--- config.mk ---
export PLATFORM = sky130hd
export DESIGN_NAME = video_sync_top
export DESIGN_NICKNAME = d
export VERILOG_FILES = /design/src/video_pkg.sv /design/src/video_clk_strobe.sv /design/src/video_sync_h.sv /design/src/video_sync_v.sv /design/src/video_mode_regs.sv /design/src/video_sync_top.sv
export VERILOG_INCLUDE_DIRS = /design/src
export SDC_FILE = /design/constraint.sdc
export NUM_CORES = 1
export LEC_CHECK = 0
export BUFFER_PORTS_ARGS = -buffer_cell sky130_fd_sc_hd__buf_4
export CORE_MARGIN = 1
export CORE_UTILIZATION = 35
export CTS_CLUSTER_SIZE = 40
export DETAILED_ROUTE_END_ITERATION = 8
export GPL_ROUTABILITY_DRIVEN = 0
export HOLD_SLACK_MARGIN = 0.12
export PLACE_DENSITY = 0.52
export SYNTH_ARGS = -nofsm -noshare
export SYNTH_HDL_FRONTEND = slang
export SYNTH_SLANG_ARGS = --single-unit
--- constraint.sdc ---
create_clock -name clk -period 2.15 [get_ports clk]
set_input_delay 0.1075 -clock clk [delete_from_list [all_inputs] [get_ports clk]]
set_output_delay 0.1075 -clock clk [all_outputs]
set_load 0.01 [all_outputs]
--- src/video_params.svh ---
`ifndef VIDEO_PARAMS_SVH
`define VIDEO_PARAMS_SVH

// horizontal timing in character cycles
`define HPERIOD      9'd448
`define HBLNK_BEG    9'd0
`define HSYNC_BEG    9'd10
`define HSYNC_END    9'd43
`define HBLNK_END    9'd88

// pixel window per raster width
`define HPIX_BEG_256 9'd140
`define HPIX_END_256 9'd396
`define HPIX_BEG_320 9'd108
`define HPIX_END_320 9'd428
`define HPIX_BEG_360 9'd88
`define HPIX_END_360 9'd448 // runs to the end of the line

// fetch runs ahead of the pixels
`define FETCH_PRE_ZX 9'd18
`define FETCH_PRE_TM 9'd10

// tiles and x-scroll fetch, counted from hsync begin
`define TFETCH_BEG   9'd2
`define TFETCH_END   9'd34  // 16 words of tiles
`define XSFETCH_BEG  9'd40
`define XSFETCH_END  9'd44  // 2 words of x-scrolls

`define SCANIN_BEG   9'd88  // scan-in of a line begins
`define HINT_BEG     9'd445

// vertical timing in lines
`define VPERIOD      9'd320
`define VBLNK_BEG    9'd0
`define VSYNC_BEG    9'd4
`define VSYNC_END    9'd8
`define VBLNK_END    9'd32

// vertical pixel window per resolution
`define VPIX_BEG_192 9'd88
`define VPIX_END_192 9'd280
`define VPIX_BEG_200 9'd84
`define VPIX_END_200 9'd284
`define VPIX_BEG_240 9'd64
`define VPIX_END_240 9'd304

`define VINT_LINE    9'd0

// mode register map
`define REG_MODE     2'd0
`define REG_VRES     2'd1
`define REG_INIT     2'd2

`endif

--- src/video_pkg.sv ---
package video_pkg;

	// wishbone classic, master to slave
	typedef struct packed
	{
		logic       cyc;
		logic       stb;
		logic       we;
		logic [1:0] adr; // register select
		logic [7:0] dat; // write data
	} wb_req_t;

	// slave to master
	typedef struct packed
	{
		logic       ack;
		logic [7:0] dat; // read data, valid with ack
	} wb_rsp_t;

	// current video mode as held by the mode registers
	typedef struct packed
	{
		logic [1:0] rres; // raster width 00=256 01=320 10=320 11=360
		logic       tm;   // tiles mode
		logic       brd;  // border only, no linear gfx
		logic [1:0] vres; // lines 00=192 01=200 1x=240
	} video_mode_t;

	// raster levels and pulses
	typedef struct packed
	{
		logic hblank;
		logic hsync;
		logic hpix;
		logic vblank;
		logic vsync;
		logic vpix;
		logic line_start;
		logic hsync_start;
		logic scanin_start;
		logic frame_int;
	} sync_out_t;

	// open and close the fetcher windows, one clock each
	typedef struct packed
	{
		logic fetch_start;
		logic fetch_end;
		logic tfetch_start;
		logic tfetch_end;
		logic xsfetch_start;
		logic xsfetch_end;
	} fetch_strobe_t;

endpackage

--- src/video_clk_strobe.sv ---
`timescale 1ns/1ns

// character clock, one cycle is four system clocks
module video_clk_strobe
(
	input  logic clk,
	input  logic reset,
	input  logic init,      // restart phase at 0
	output logic post_cbeg, // first clock of a cycle
	output logic pre_cend,  // clock before cend
	output logic cend       // last clock of a cycle
);
	logic [1:0] phase;

	always_ff @(posedge clk)
	begin
		if (reset || init)
		begin
			phase     <= 2'd0;
			post_cbeg <= 1'b0;
			pre_cend  <= 1'b0;
			cend      <= 1'b0;
		end
		else
		begin
			phase     <= phase + 2'd1; // wraps every four clocks
			// strobes follow the phase they decode by one clock
			post_cbeg <= (phase == 2'd0);
			pre_cend  <= (phase == 2'd2);
			cend      <= (phase == 2'd3);
		end
	end

	// phase 1 has no strobe of its own
	// its clock stays idle between post_cbeg and pre_cend

endmodule

--- src/video_sync_h.sv ---
`timescale 1ns/1ns
`include "video_params.svh"

// horizontal raster timing, 448 character cycles per line
module video_sync_h
(
	input  logic                     clk,
	input  logic                     reset,
	input  logic                     init,         // restart line at position 0
	input  logic                     cend,         // character cycle end
	input  logic                     pre_cend,     // one clock ahead of cend
	input  video_pkg::video_mode_t   mode,
	input  logic                     vpix,         // vertical gfx window
	input  logic                     vtfetch,      // vertical tiles fetch window
	output logic                     hblank,
	output logic                     hsync,
	output logic                     hpix,         // pixels are being output
	output logic                     line_start,   // coincide with cend
	output logic                     hsync_start,
	output logic                     scanin_start,
	output logic                     hint_start,   // raw int position, qualified in sync_v
	output logic                     line_end,     // last cend of the line
	output video_pkg::fetch_strobe_t fetch
);
	logic [8:0] hcount;  // character position in the line
	logic [8:0] hp_beg;  // pixel window begin for rres
	logic [8:0] hp_end;
	logic [8:0] hp_clr;  // end position as the counter sees it
	logic [8:0] f_pre;   // fetch lead
	logic       gfx_en;  // gfx fetch allowed on this line
	logic       tile_en; // tiles fetch allowed on this line

	// pixel window by raster width
	always_comb
	begin
		case (mode.rres)
			2'b00:
			begin
				hp_beg = `HPIX_BEG_256;
				hp_end = `HPIX_END_256;
			end
			2'b11:
			begin
				hp_beg = `HPIX_BEG_360;
				hp_end = `HPIX_END_360;
			end
			default: // 01 and 10 are both 320
			begin
				hp_beg = `HPIX_BEG_320;
				hp_end = `HPIX_END_320;
			end
		endcase
	end

	// the 360 window ends at 448 which the counter shows as 0
	assign hp_clr  = (hp_end == `HPERIOD) ? 9'd0 : hp_end;
	assign f_pre   = mode.tm ? `FETCH_PRE_TM : `FETCH_PRE_ZX; // tiles need less lead
	assign gfx_en  = vpix && !mode.brd;
	assign tile_en = vtfetch && mode.tm;

	assign line_end = cend && (hcount == `HPERIOD - 9'd1);

	// line counter
	always_ff @(posedge clk)
	begin
		if (reset || init)
			hcount <= 9'd0;
		else if (cend)
		begin
			if (hcount == `HPERIOD - 9'd1)
				hcount <= 9'd0;
			else
				hcount <= hcount + 9'd1;
		end
	end

	// levels move on cend only
	always_ff @(posedge clk)
	begin
		if (reset || init)
		begin
			hblank <= 1'b0;
			hsync  <= 1'b0;
			hpix   <= 1'b0;
		end
		else if (cend)
		begin
			if (hcount == `HBLNK_BEG)
				hblank <= 1'b1;
			else if (hcount == `HBLNK_END)
				hblank <= 1'b0;

			if (hcount == `HSYNC_BEG)
				hsync <= 1'b1;
			else if (hcount == `HSYNC_END)
				hsync <= 1'b0;

			if (hcount == hp_beg)
				hpix <= 1'b1;
			else if (hcount == hp_clr)
				hpix <= 1'b0;
		end
	end

	// position pulses, taken at pre_cend so they land on the next cend
	always_ff @(posedge clk)
	begin
		if (reset || init)
		begin
			hsync_start  <= 1'b0;
			line_start   <= 1'b0;
			scanin_start <= 1'b0;
			hint_start   <= 1'b0;
			fetch        <= '0;
		end
		else
		begin
			hsync_start  <= pre_cend && (hcount == `HSYNC_BEG);
			line_start   <= pre_cend && (hcount == `HBLNK_END);
			scanin_start <= pre_cend && (hcount == `SCANIN_BEG);
			hint_start   <= pre_cend && (hcount == `HINT_BEG);

			// gfx window opens f_pre cycles before the pixels
			fetch.fetch_start <= pre_cend && gfx_en && (hcount == hp_beg - f_pre);
			fetch.fetch_end   <= pre_cend && gfx_en && (hcount == hp_end - f_pre);

			// tiles then x-scrolls, both during hblank after hsync
			fetch.tfetch_start  <= pre_cend && tile_en &&
				(hcount == `HSYNC_BEG + `TFETCH_BEG);
			fetch.tfetch_end    <= pre_cend && tile_en &&
				(hcount == `HSYNC_BEG + `TFETCH_END);
			fetch.xsfetch_start <= pre_cend && tile_en &&
				(hcount == `HSYNC_BEG + `XSFETCH_BEG);
			fetch.xsfetch_end   <= pre_cend && tile_en &&
				(hcount == `HSYNC_BEG + `XSFETCH_END);
		end
	end

endmodule

--- src/video_sync_v.sv ---
`timescale 1ns/1ns
`include "video_params.svh"

// vertical raster timing, 320 lines per frame
module video_sync_v
(
	input  logic                   clk,
	input  logic                   reset,
	input  logic                   init,       // restart frame at line 0
	input  logic                   line_end,   // last cend of a line
	input  logic                   hint_start, // int position in every line
	input  video_pkg::video_mode_t mode,
	output logic                   vblank,
	output logic                   vsync,
	output logic                   vpix,       // vertical gfx window
	output logic                   vtfetch,    // vpix one line early
	output logic                   frame_int   // once per frame
);
	logic [8:0] vcount; // current line
	logic [8:0] vp_beg; // vertical pixel window for vres
	logic [8:0] vp_end;

	always_comb
	begin
		case (mode.vres)
			2'b00:
			begin
				vp_beg = `VPIX_BEG_192;
				vp_end = `VPIX_END_192;
			end
			2'b01:
			begin
				vp_beg = `VPIX_BEG_200;
				vp_end = `VPIX_END_200;
			end
			default: // 1x is 240
			begin
				vp_beg = `VPIX_BEG_240;
				vp_end = `VPIX_END_240;
			end
		endcase
	end

	// frame counter
	always_ff @(posedge clk)
	begin
		if (reset || init)
			vcount <= 9'd0;
		else if (line_end)
		begin
			if (vcount == `VPERIOD - 9'd1)
				vcount <= 9'd0;
			else
				vcount <= vcount + 9'd1;
		end
	end

	// levels change at the end of a line only
	always_ff @(posedge clk)
	begin
		if (reset || init)
		begin
			vblank  <= 1'b0;
			vsync   <= 1'b0;
			vpix    <= 1'b0;
			vtfetch <= 1'b0;
		end
		else if (line_end)
		begin
			if (vcount == `VBLNK_BEG)
				vblank <= 1'b1;
			else if (vcount == `VBLNK_END)
				vblank <= 1'b0;

			if (vcount == `VSYNC_BEG)
				vsync <= 1'b1;
			else if (vcount == `VSYNC_END)
				vsync <= 1'b0;

			if (vcount == vp_beg)
				vpix <= 1'b1;
			else if (vcount == vp_end)
				vpix <= 1'b0;

			// tiles for a line are fetched during the line before it
			if (vcount == vp_beg - 9'd1)
				vtfetch <= 1'b1;
			else if (vcount == vp_end - 9'd1)
				vtfetch <= 1'b0;
		end
	end

	// vcount is stable at hint time, it only moves at line_end
	assign frame_int = hint_start && (vcount == `VINT_LINE);

endmodule

--- src/video_mode_regs.sv ---
`timescale 1ns/1ns
`include "video_params.svh"

// mode registers on a wishbone classic slave
module video_mode_regs
(
	input  logic                   clk,
	input  logic                   reset,
	input  video_pkg::wb_req_t     wb_req,
	output video_pkg::wb_rsp_t     wb_rsp,
	output video_pkg::video_mode_t mode,
	output logic                   init    // one clock wide with the ack of an init write
);
	logic       ack;
	logic       access; // new cycle seen so ack rises next clock
	logic [7:0] rd_dat;

	// ack low in between keeps a held stb to every other clock
	assign access = wb_req.cyc && wb_req.stb && !ack;

	always_ff @(posedge clk)
	begin
		if (reset)
		begin
			ack  <= 1'b0;
			init <= 1'b0;
			mode <= '0; // 256 by 192 with tiles and border only off
		end
		else
		begin
			ack  <= access;
			init <= access && wb_req.we && (wb_req.adr == `REG_INIT);
			if (access && wb_req.we)
			begin
				case (wb_req.adr)
					`REG_MODE:
					begin
						mode.rres <= wb_req.dat[1:0];
						mode.tm   <= wb_req.dat[2];
						mode.brd  <= wb_req.dat[3];
					end
					`REG_VRES:
						mode.vres <= wb_req.dat[1:0];
					default:; // init has no storage and 3 is unused
				endcase
			end
		end
	end

	// read data latched with ack
	always_ff @(posedge clk)
	begin
		if (reset)
			rd_dat <= 8'd0;
		else if (access)
		begin
			case (wb_req.adr)
				`REG_MODE: rd_dat <= {4'd0, mode.brd, mode.tm, mode.rres};
				`REG_VRES: rd_dat <= {6'd0, mode.vres};
				default:   rd_dat <= 8'd0; // init and 3 read zero
			endcase
		end
	end

	assign wb_rsp = '{ack: ack, dat: rd_dat};

endmodule

--- src/video_sync_top.sv ---
`timescale 1ns/1ns

// raster timing generator
module video_sync_top
(
	input  logic                     clk,
	input  logic                     reset,
	input  video_pkg::wb_req_t       wb_req,
	output video_pkg::wb_rsp_t       wb_rsp,
	output video_pkg::sync_out_t     sync,
	output video_pkg::fetch_strobe_t fetch
);
	import video_pkg::*;

	video_mode_t mode;
	logic        init;      // counter restart from the init register
	logic        post_cbeg; // character clock strobes
	logic        pre_cend;
	logic        cend;
	logic        hblank;
	logic        hsync;
	logic        hpix;
	logic        line_start;
	logic        hsync_start;
	logic        scanin_start;
	logic        hint_start;
	logic        line_end;
	logic        vblank;
	logic        vsync;
	logic        vpix;
	logic        vtfetch;
	logic        frame_int;

	video_clk_strobe video_clk_strobe_i
	(
		.clk       (clk),
		.reset     (reset),
		.init      (init),
		.post_cbeg (post_cbeg),
		.pre_cend  (pre_cend),
		.cend      (cend)
	);

	video_mode_regs video_mode_regs_i
	(
		.clk    (clk),
		.reset  (reset),
		.wb_req (wb_req),
		.wb_rsp (wb_rsp),
		.mode   (mode),
		.init   (init)
	);

	video_sync_h video_sync_h_i
	(
		.clk          (clk),
		.reset        (reset),
		.init         (init),
		.cend         (cend),
		.pre_cend     (pre_cend),
		.mode         (mode),
		.vpix         (vpix),    // vertical windows gate the fetch strobes
		.vtfetch      (vtfetch),
		.hblank       (hblank),
		.hsync        (hsync),
		.hpix         (hpix),
		.line_start   (line_start),
		.hsync_start  (hsync_start),
		.scanin_start (scanin_start),
		.hint_start   (hint_start),
		.line_end     (line_end),
		.fetch        (fetch)
	);

	video_sync_v video_sync_v_i
	(
		.clk        (clk),
		.reset      (reset),
		.init       (init),
		.line_end   (line_end),
		.hint_start (hint_start),
		.mode       (mode),
		.vblank     (vblank),
		.vsync      (vsync),
		.vpix       (vpix),
		.vtfetch    (vtfetch),
		.frame_int  (frame_int)
	);

	assign sync = '{
		hblank:       hblank,
		hsync:        hsync,
		hpix:         hpix,
		vblank:       vblank,
		vsync:        vsync,
		vpix:         vpix,
		line_start:   line_start,
		hsync_start:  hsync_start,
		scanin_start: scanin_start,
		frame_int:    frame_int
	};

endmodule

[Word-level counts from Yosys, hierarchy flattened]
Cells that the tools add are included.
Cells by class
  $add $sub $neg: 7
  mux-type cells: 23
  reductions and logical operators: 43
  equality and inequality tests: 28
Operators with widths (count)
  $eq A9 B9 Y1: 6
  $eq A9 B6 Y1 const B: 5
  $eq A9 B9 Y1 const B: 4
  $eq A9 B4 Y1 const B: 3
  $mux W9: 3
  $logic_and A1 B1 Y1: 19
  $add A9 B1 Y9 const B: 2
  $logic_not A9 Y1: 2
  $reduce_and A2 Y1: 9
  $pmux W8 S2: 1
  $mux W1: 14
  $pmux W7 S2: 1
  $reduce_bool A2 Y1: 7
  $pmux W6 S2: 1
  $pmux W5 S2: 1
  $eq A9 B3 Y1 const B: 1
  $eq A9 B7 Y1: 1
  $eq A9 B7 Y1 const B: 1
  $eq A9 B8 Y1: 1
  $sub A8 B9 Y9: 1
  $sub A9 B1 Y9 const B: 1
  $sub A9 B9 Y9: 1
  $eq A2 B2 Y1 const B: 4
  $pmux W4 S2: 1
  other kinds (7): 11
Storage, ports and cells
  output and inout port bits: 25
  word-level logic and storage cells: 129
  register bits: 54

[Depth between registers and ports, before layout]
  word-level depth: 7
  depth in mapped cells: 8
  depth with buffers taken out: 8

[Cells and area by module]
A second synthesis with hierarchy kept.
Unflattened totals
  cell total of the unflattened synthesis: 352
  area total of the unflattened synthesis: 3037.9 µm²
Modules (own cells, without submodules)
  video_sync_h: instances 1, seq. area each 420.4 µm², area each 1360.1 µm², cells each 165
  video_sync_v: instances 1, seq. area each 260.2 µm², area each 864.6 µm², cells each 104
  video_mode_regs: instances 1, seq. area each 240.2 µm², area each 558.0 µm², cells each 58
  video_clk_strobe: instances 1, seq. area each 100.1 µm², area each 180.2 µm², cells each 15
  video_sync_top: instances 1, seq. area each 0.0 µm², area each 75.1 µm², cells each 10

[Least setup slack after synthesis]
No wires, ideal clock.
  path kind: register -> register
  start point: register video_sync_h_i.hcount[0]
  end point: register video_sync_v_i.vcount[5]
  slack: 0.317 ns
  arrival time: 1.763 ns
  path buffers: 0
  data required time: 2.079 ns
  clock period less this slack: 1.833 ns
  stages on the path, launching flop included: 6
  cell sequence: dfxtp_1 > ha_1 > nand4_4 > or3_4 > or4_1 > a21oi_1
On the way
  word-level cells in the longest chain between the ends: 2
RTL lines
  from (decl): RTL line video_sync_h.sv:25  | logic [8:0] hcount;
  from (signal assigned): RTL line video_sync_h.sv:73  | hcount <= hcount + 9'd1;
  $eq A9 B9 Y1: RTL line video_sync_h.sv:61  | assign line_end = cend && (hcount == `HPERIOD - 9'd1);
  $logic_and A1 B1 Y1: RTL line video_sync_h.sv:61
  to (signal assigned): RTL line video_sync_v.sv:54  | vcount <= vcount + 9'd1;
  to (decl): RTL line video_sync_v.sv:19  | logic [8:0] vcount;
Every way passes these cells.
A chain may end at the register's enable or synchronous reset.

[Final worst setup path]
  start point: register video_sync_h_i.hcount[1]
  end point: register video_sync_v_i.vtfetch
On the way
  word-level cells in the longest chain between the ends: 3
RTL lines
  $eq A9 B9 Y1: RTL line video_sync_h.sv:61
  $logic_and A1 B1 Y1: RTL line video_sync_h.sv:61
  $reduce_and A2 Y1 (no source line)
  to (signal assigned): RTL line video_sync_v.sv:66  | vtfetch <= 1'b0;
  to (signal assigned): RTL line video_sync_v.sv:87  | vtfetch <= 1'b1;
  to (signal assigned): RTL line video_sync_v.sv:89  | vtfetch <= 1'b0;
  to (decl): RTL line video_sync_v.sv:16  | output logic vtfetch,
Every way passes these cells.

==> key figures <==
Floorplanning
  • Starting Density: 36.8%
  • Core ar.: 7890 um^2
  • I/O Pins: 40
  • Die Ht: 93.1 um
  • Rows: 32
  • DIE AREA: 8660 um^2
  • Die width: 93.1 um

STA
  • Max Fclk: 0.510 GHz
  • RSZ-0062 raised after global routing: no
  • TNS Setup: 0 ns
  • Slew HR: 63.7%
  • Final Setup Violations: 0
  • Hold Fails Final Rpt: 0
  • Final min period: 1.96 ns
  • Pins Over Slew Limit: 0
  • Worst slew pin tran: 0.539 ns
  • Fin crit share: 91.2%
  • Worst Skew: 0.0114 ns

Routing
  • WL final: 6.28 mm
  • Top Metal Used: met4
  • TritonRoute pass-1 iters: 4
  • Via count: 2423
  • Drt via density: 4.98
  • Metal2 WL: 2.96 mm
  • Wl on met1: 3.01 mm
  • Routed len/inst: 12.9 um
  • DRT iter0 DRCs: 71
  • # DRC: 0
  • Met3 Wirelength: 211 um
  • ANT nets after route: 0

Power
  • Power Internal: 0.00134 W
  • Cell area power density: 517 nW/um^2
  • Psw: 0.000418 W
  • Switching part of the total: 23.8%
  • Clock share of power: 39.5%
  • Seq pwr share: 54.1%
  • Pleak: 1.37 nW
  • Design Power: 0.00176 W
  • Comb pwr share: 6.5%
  • Maximum VDD drop: 277 uV

Min path
  • Hold crit path type: in2reg

Critical path
  • Crit path max fanout: 14
  • WS Path Type: reg2reg
  • Crit end category: register
  • CP Data Arrival Time: 2.19 ns
  • CP Launch Type: register
  • Worst EP required: 2.38 ns

Logic synthesis
  • Post-Syn Instances: 354
  • Synthesis warning total: 0
  • Ys async rst share: 0%
  • Yosys cell types: 46
  • Mapped cell area: 2900 um^2
  • Synth area leader: dfxtp_1
  • #FFs+latches synth: 50
  • Main flop type after synthesis: dfxtp_1
  • Most common cell in the synthesized netlist: dfxtp_1
  • Sequential cell area fraction in the yosys report: 34.5%
  • Post-synth top area share: 34.5%
  • Post-synth top cells: dfxtp_1 (50), nor2_1 (47), nand2_1 (25)
  • Number of synthesized flops with an enable pin: 0
  • Synth top area cells: dfxtp_1 (34%), ha_1 (7.3%), nor2_1 (6.1%)
  • Syn Area/Cell: 8.20 um^2

Outcome
  • Status: complete, no violations

Final layout
  • Area delta synth->final: 17.0%
  • Post-route cell area: 3400 um^2
  • Non-Filler Instances: 487
  • Final Core Density: 43.1%
  • Layout cells sized above 1: 15.8%
  • Nets@finish: 416
  • Ant. Diodes: 0

Clocking
  • Clock buffer count from CTS: 5
  • H-Tree Level Count: 2
  • Clock transition at path regs: 0.10 ns
  • Clock tree sinks: 50
  • CTS Buffer Depth: 2
  • CTS tree: done
  • Setup bufs post-CTS: 0
  • Worst-skew pair later-pin latency: 0.32 ns
  • Clock root buffer: clkbuf_8

GRT
  • First-pass GRT wire length: 10.9 mm
  • Largest net degree at the start of global routing: 19
  • Global-route usage over all layers: 15.7%
  • Congestion Overflow GR: 0
  • Initial antenna violation count: 0
  • Vias in the first global route: 2273

Placed design
  • Area post-placement: 3180 um^2
  • Dpl cells: 469
  • Port bufs: 31
  • DP HPWL: 4.52 mm

Job
  • MaxCap Viol Count: 0
## placed cells by master, fill, tap and decap left out, drive strengths merged, types with 3 or more instances in the layout
cell         instances
a21oi               21
buf                 45
clkbuf               5
conb                 4
dfxtp               50
dlygate4sd3         10
ha                  17
inv                 15
mux2i               14
nand2               25
nand2b               4
nand3               17
nand3b               3
nand4               10
nor2                47
nor2b                7
nor3                 8
nor3b                9
nor4                 6
nor4b                3
o21ai               11
or3                  3
xnor2               11
xor2                14
## power groups by stage
stage	Combinational (W)	Clock (W)	Sequential, W
finish	0.000114	0.000693	0.000949
floorplan	0.0000748	0	0.000967
global route	0.000127	0.000753	0.000951
global placement	0.000104	0	0.000970
detailed placement	0.000104	0	0.000971
CTS	0.000114	0.000717	0.000949
## path summary, 6_finish.rpt
check | from | end | slack (ns) | cells past startpoint
min reg2reg | video_clk_strobe_i.phase[0] | video_clk_strobe_i.phase[0] | 0.45 | 1
min | wb_req[9] | video_mode_regs_i.rd_dat[3] | 0.15 | 4
max | video_sync_h_i.hcount[1] | video_sync_v_i.vtfetch | 0.19 | 5
max reg2reg | video_sync_h_i.hcount[1] | video_sync_v_i.vtfetch | 0.19 | 5
## per-stage QoR
stage	hold slack, ns	worst slack, ns
detailed placement	0.326	0.137
floorplan	0.177	0.317
global route	0.165	0.0774
finish	0.146	0.188
CTS	0.131	0.0976
global placement	0.331	0.160
## area by class of cell
type                       count  area, um^2
fill                         791        4490
multi-input combinational    257        1660
sequential                    50        1000
timing repair buffer          55         438
tap                          102         128
clock buffer                   5        68.8
inverter                      15        56.3
clock inverter                 3        45.0
## timing repair
action | 4_1_cts | 5_1_grt
setup endpoints to repair | 0 | 2
endpoints found under the hold margin | 12 | 0
resized for setup | 0 | 2
hold buffers | 10 | 0
## logic make-up after synthesis
family	count (synthesis)	synth area share, %
adder cells (fa/ha/maj)	17	7.33
AND/OR/NAND/NOR	153	27.9
AO/OA/AOI/OAI	44	8.97
other	1	0.129
flip-flops	50	34.5
buffers and inverters	50	8.84
XOR/XNOR	25	7.55
multiplexers	14	4.83
## worst max-delay path, stage by stage, from the launching register on
cell	delay, ns
dfxtp_2	0.38
ha_2	0.22
nand4_4	0.14
or3_4	0.49
or4_1	0.47
o31ai_2	0.18
## state kept, by name, indices dropped and copies added, names as in the netlist, 2 cells and up
signal / cells
video_sync_h_i.fetch: 6
video_sync_h_i.hcount: 9
video_sync_v_i.vcount: 9
video_mode_regs_i.rd_dat: 4
video_mode_regs_i.mode: 6
video_clk_strobe_i.phase: 2
## layer usage
metal / global-route usage (%) / vias to the layer above
li1: - / 1247
met1: 20.7 / 1117
met2: 25.6 / 49
met3: 2.68 / 10
met4: 6.03 / 0
met5: 0 / -
(Power assumes the default switching activity.)
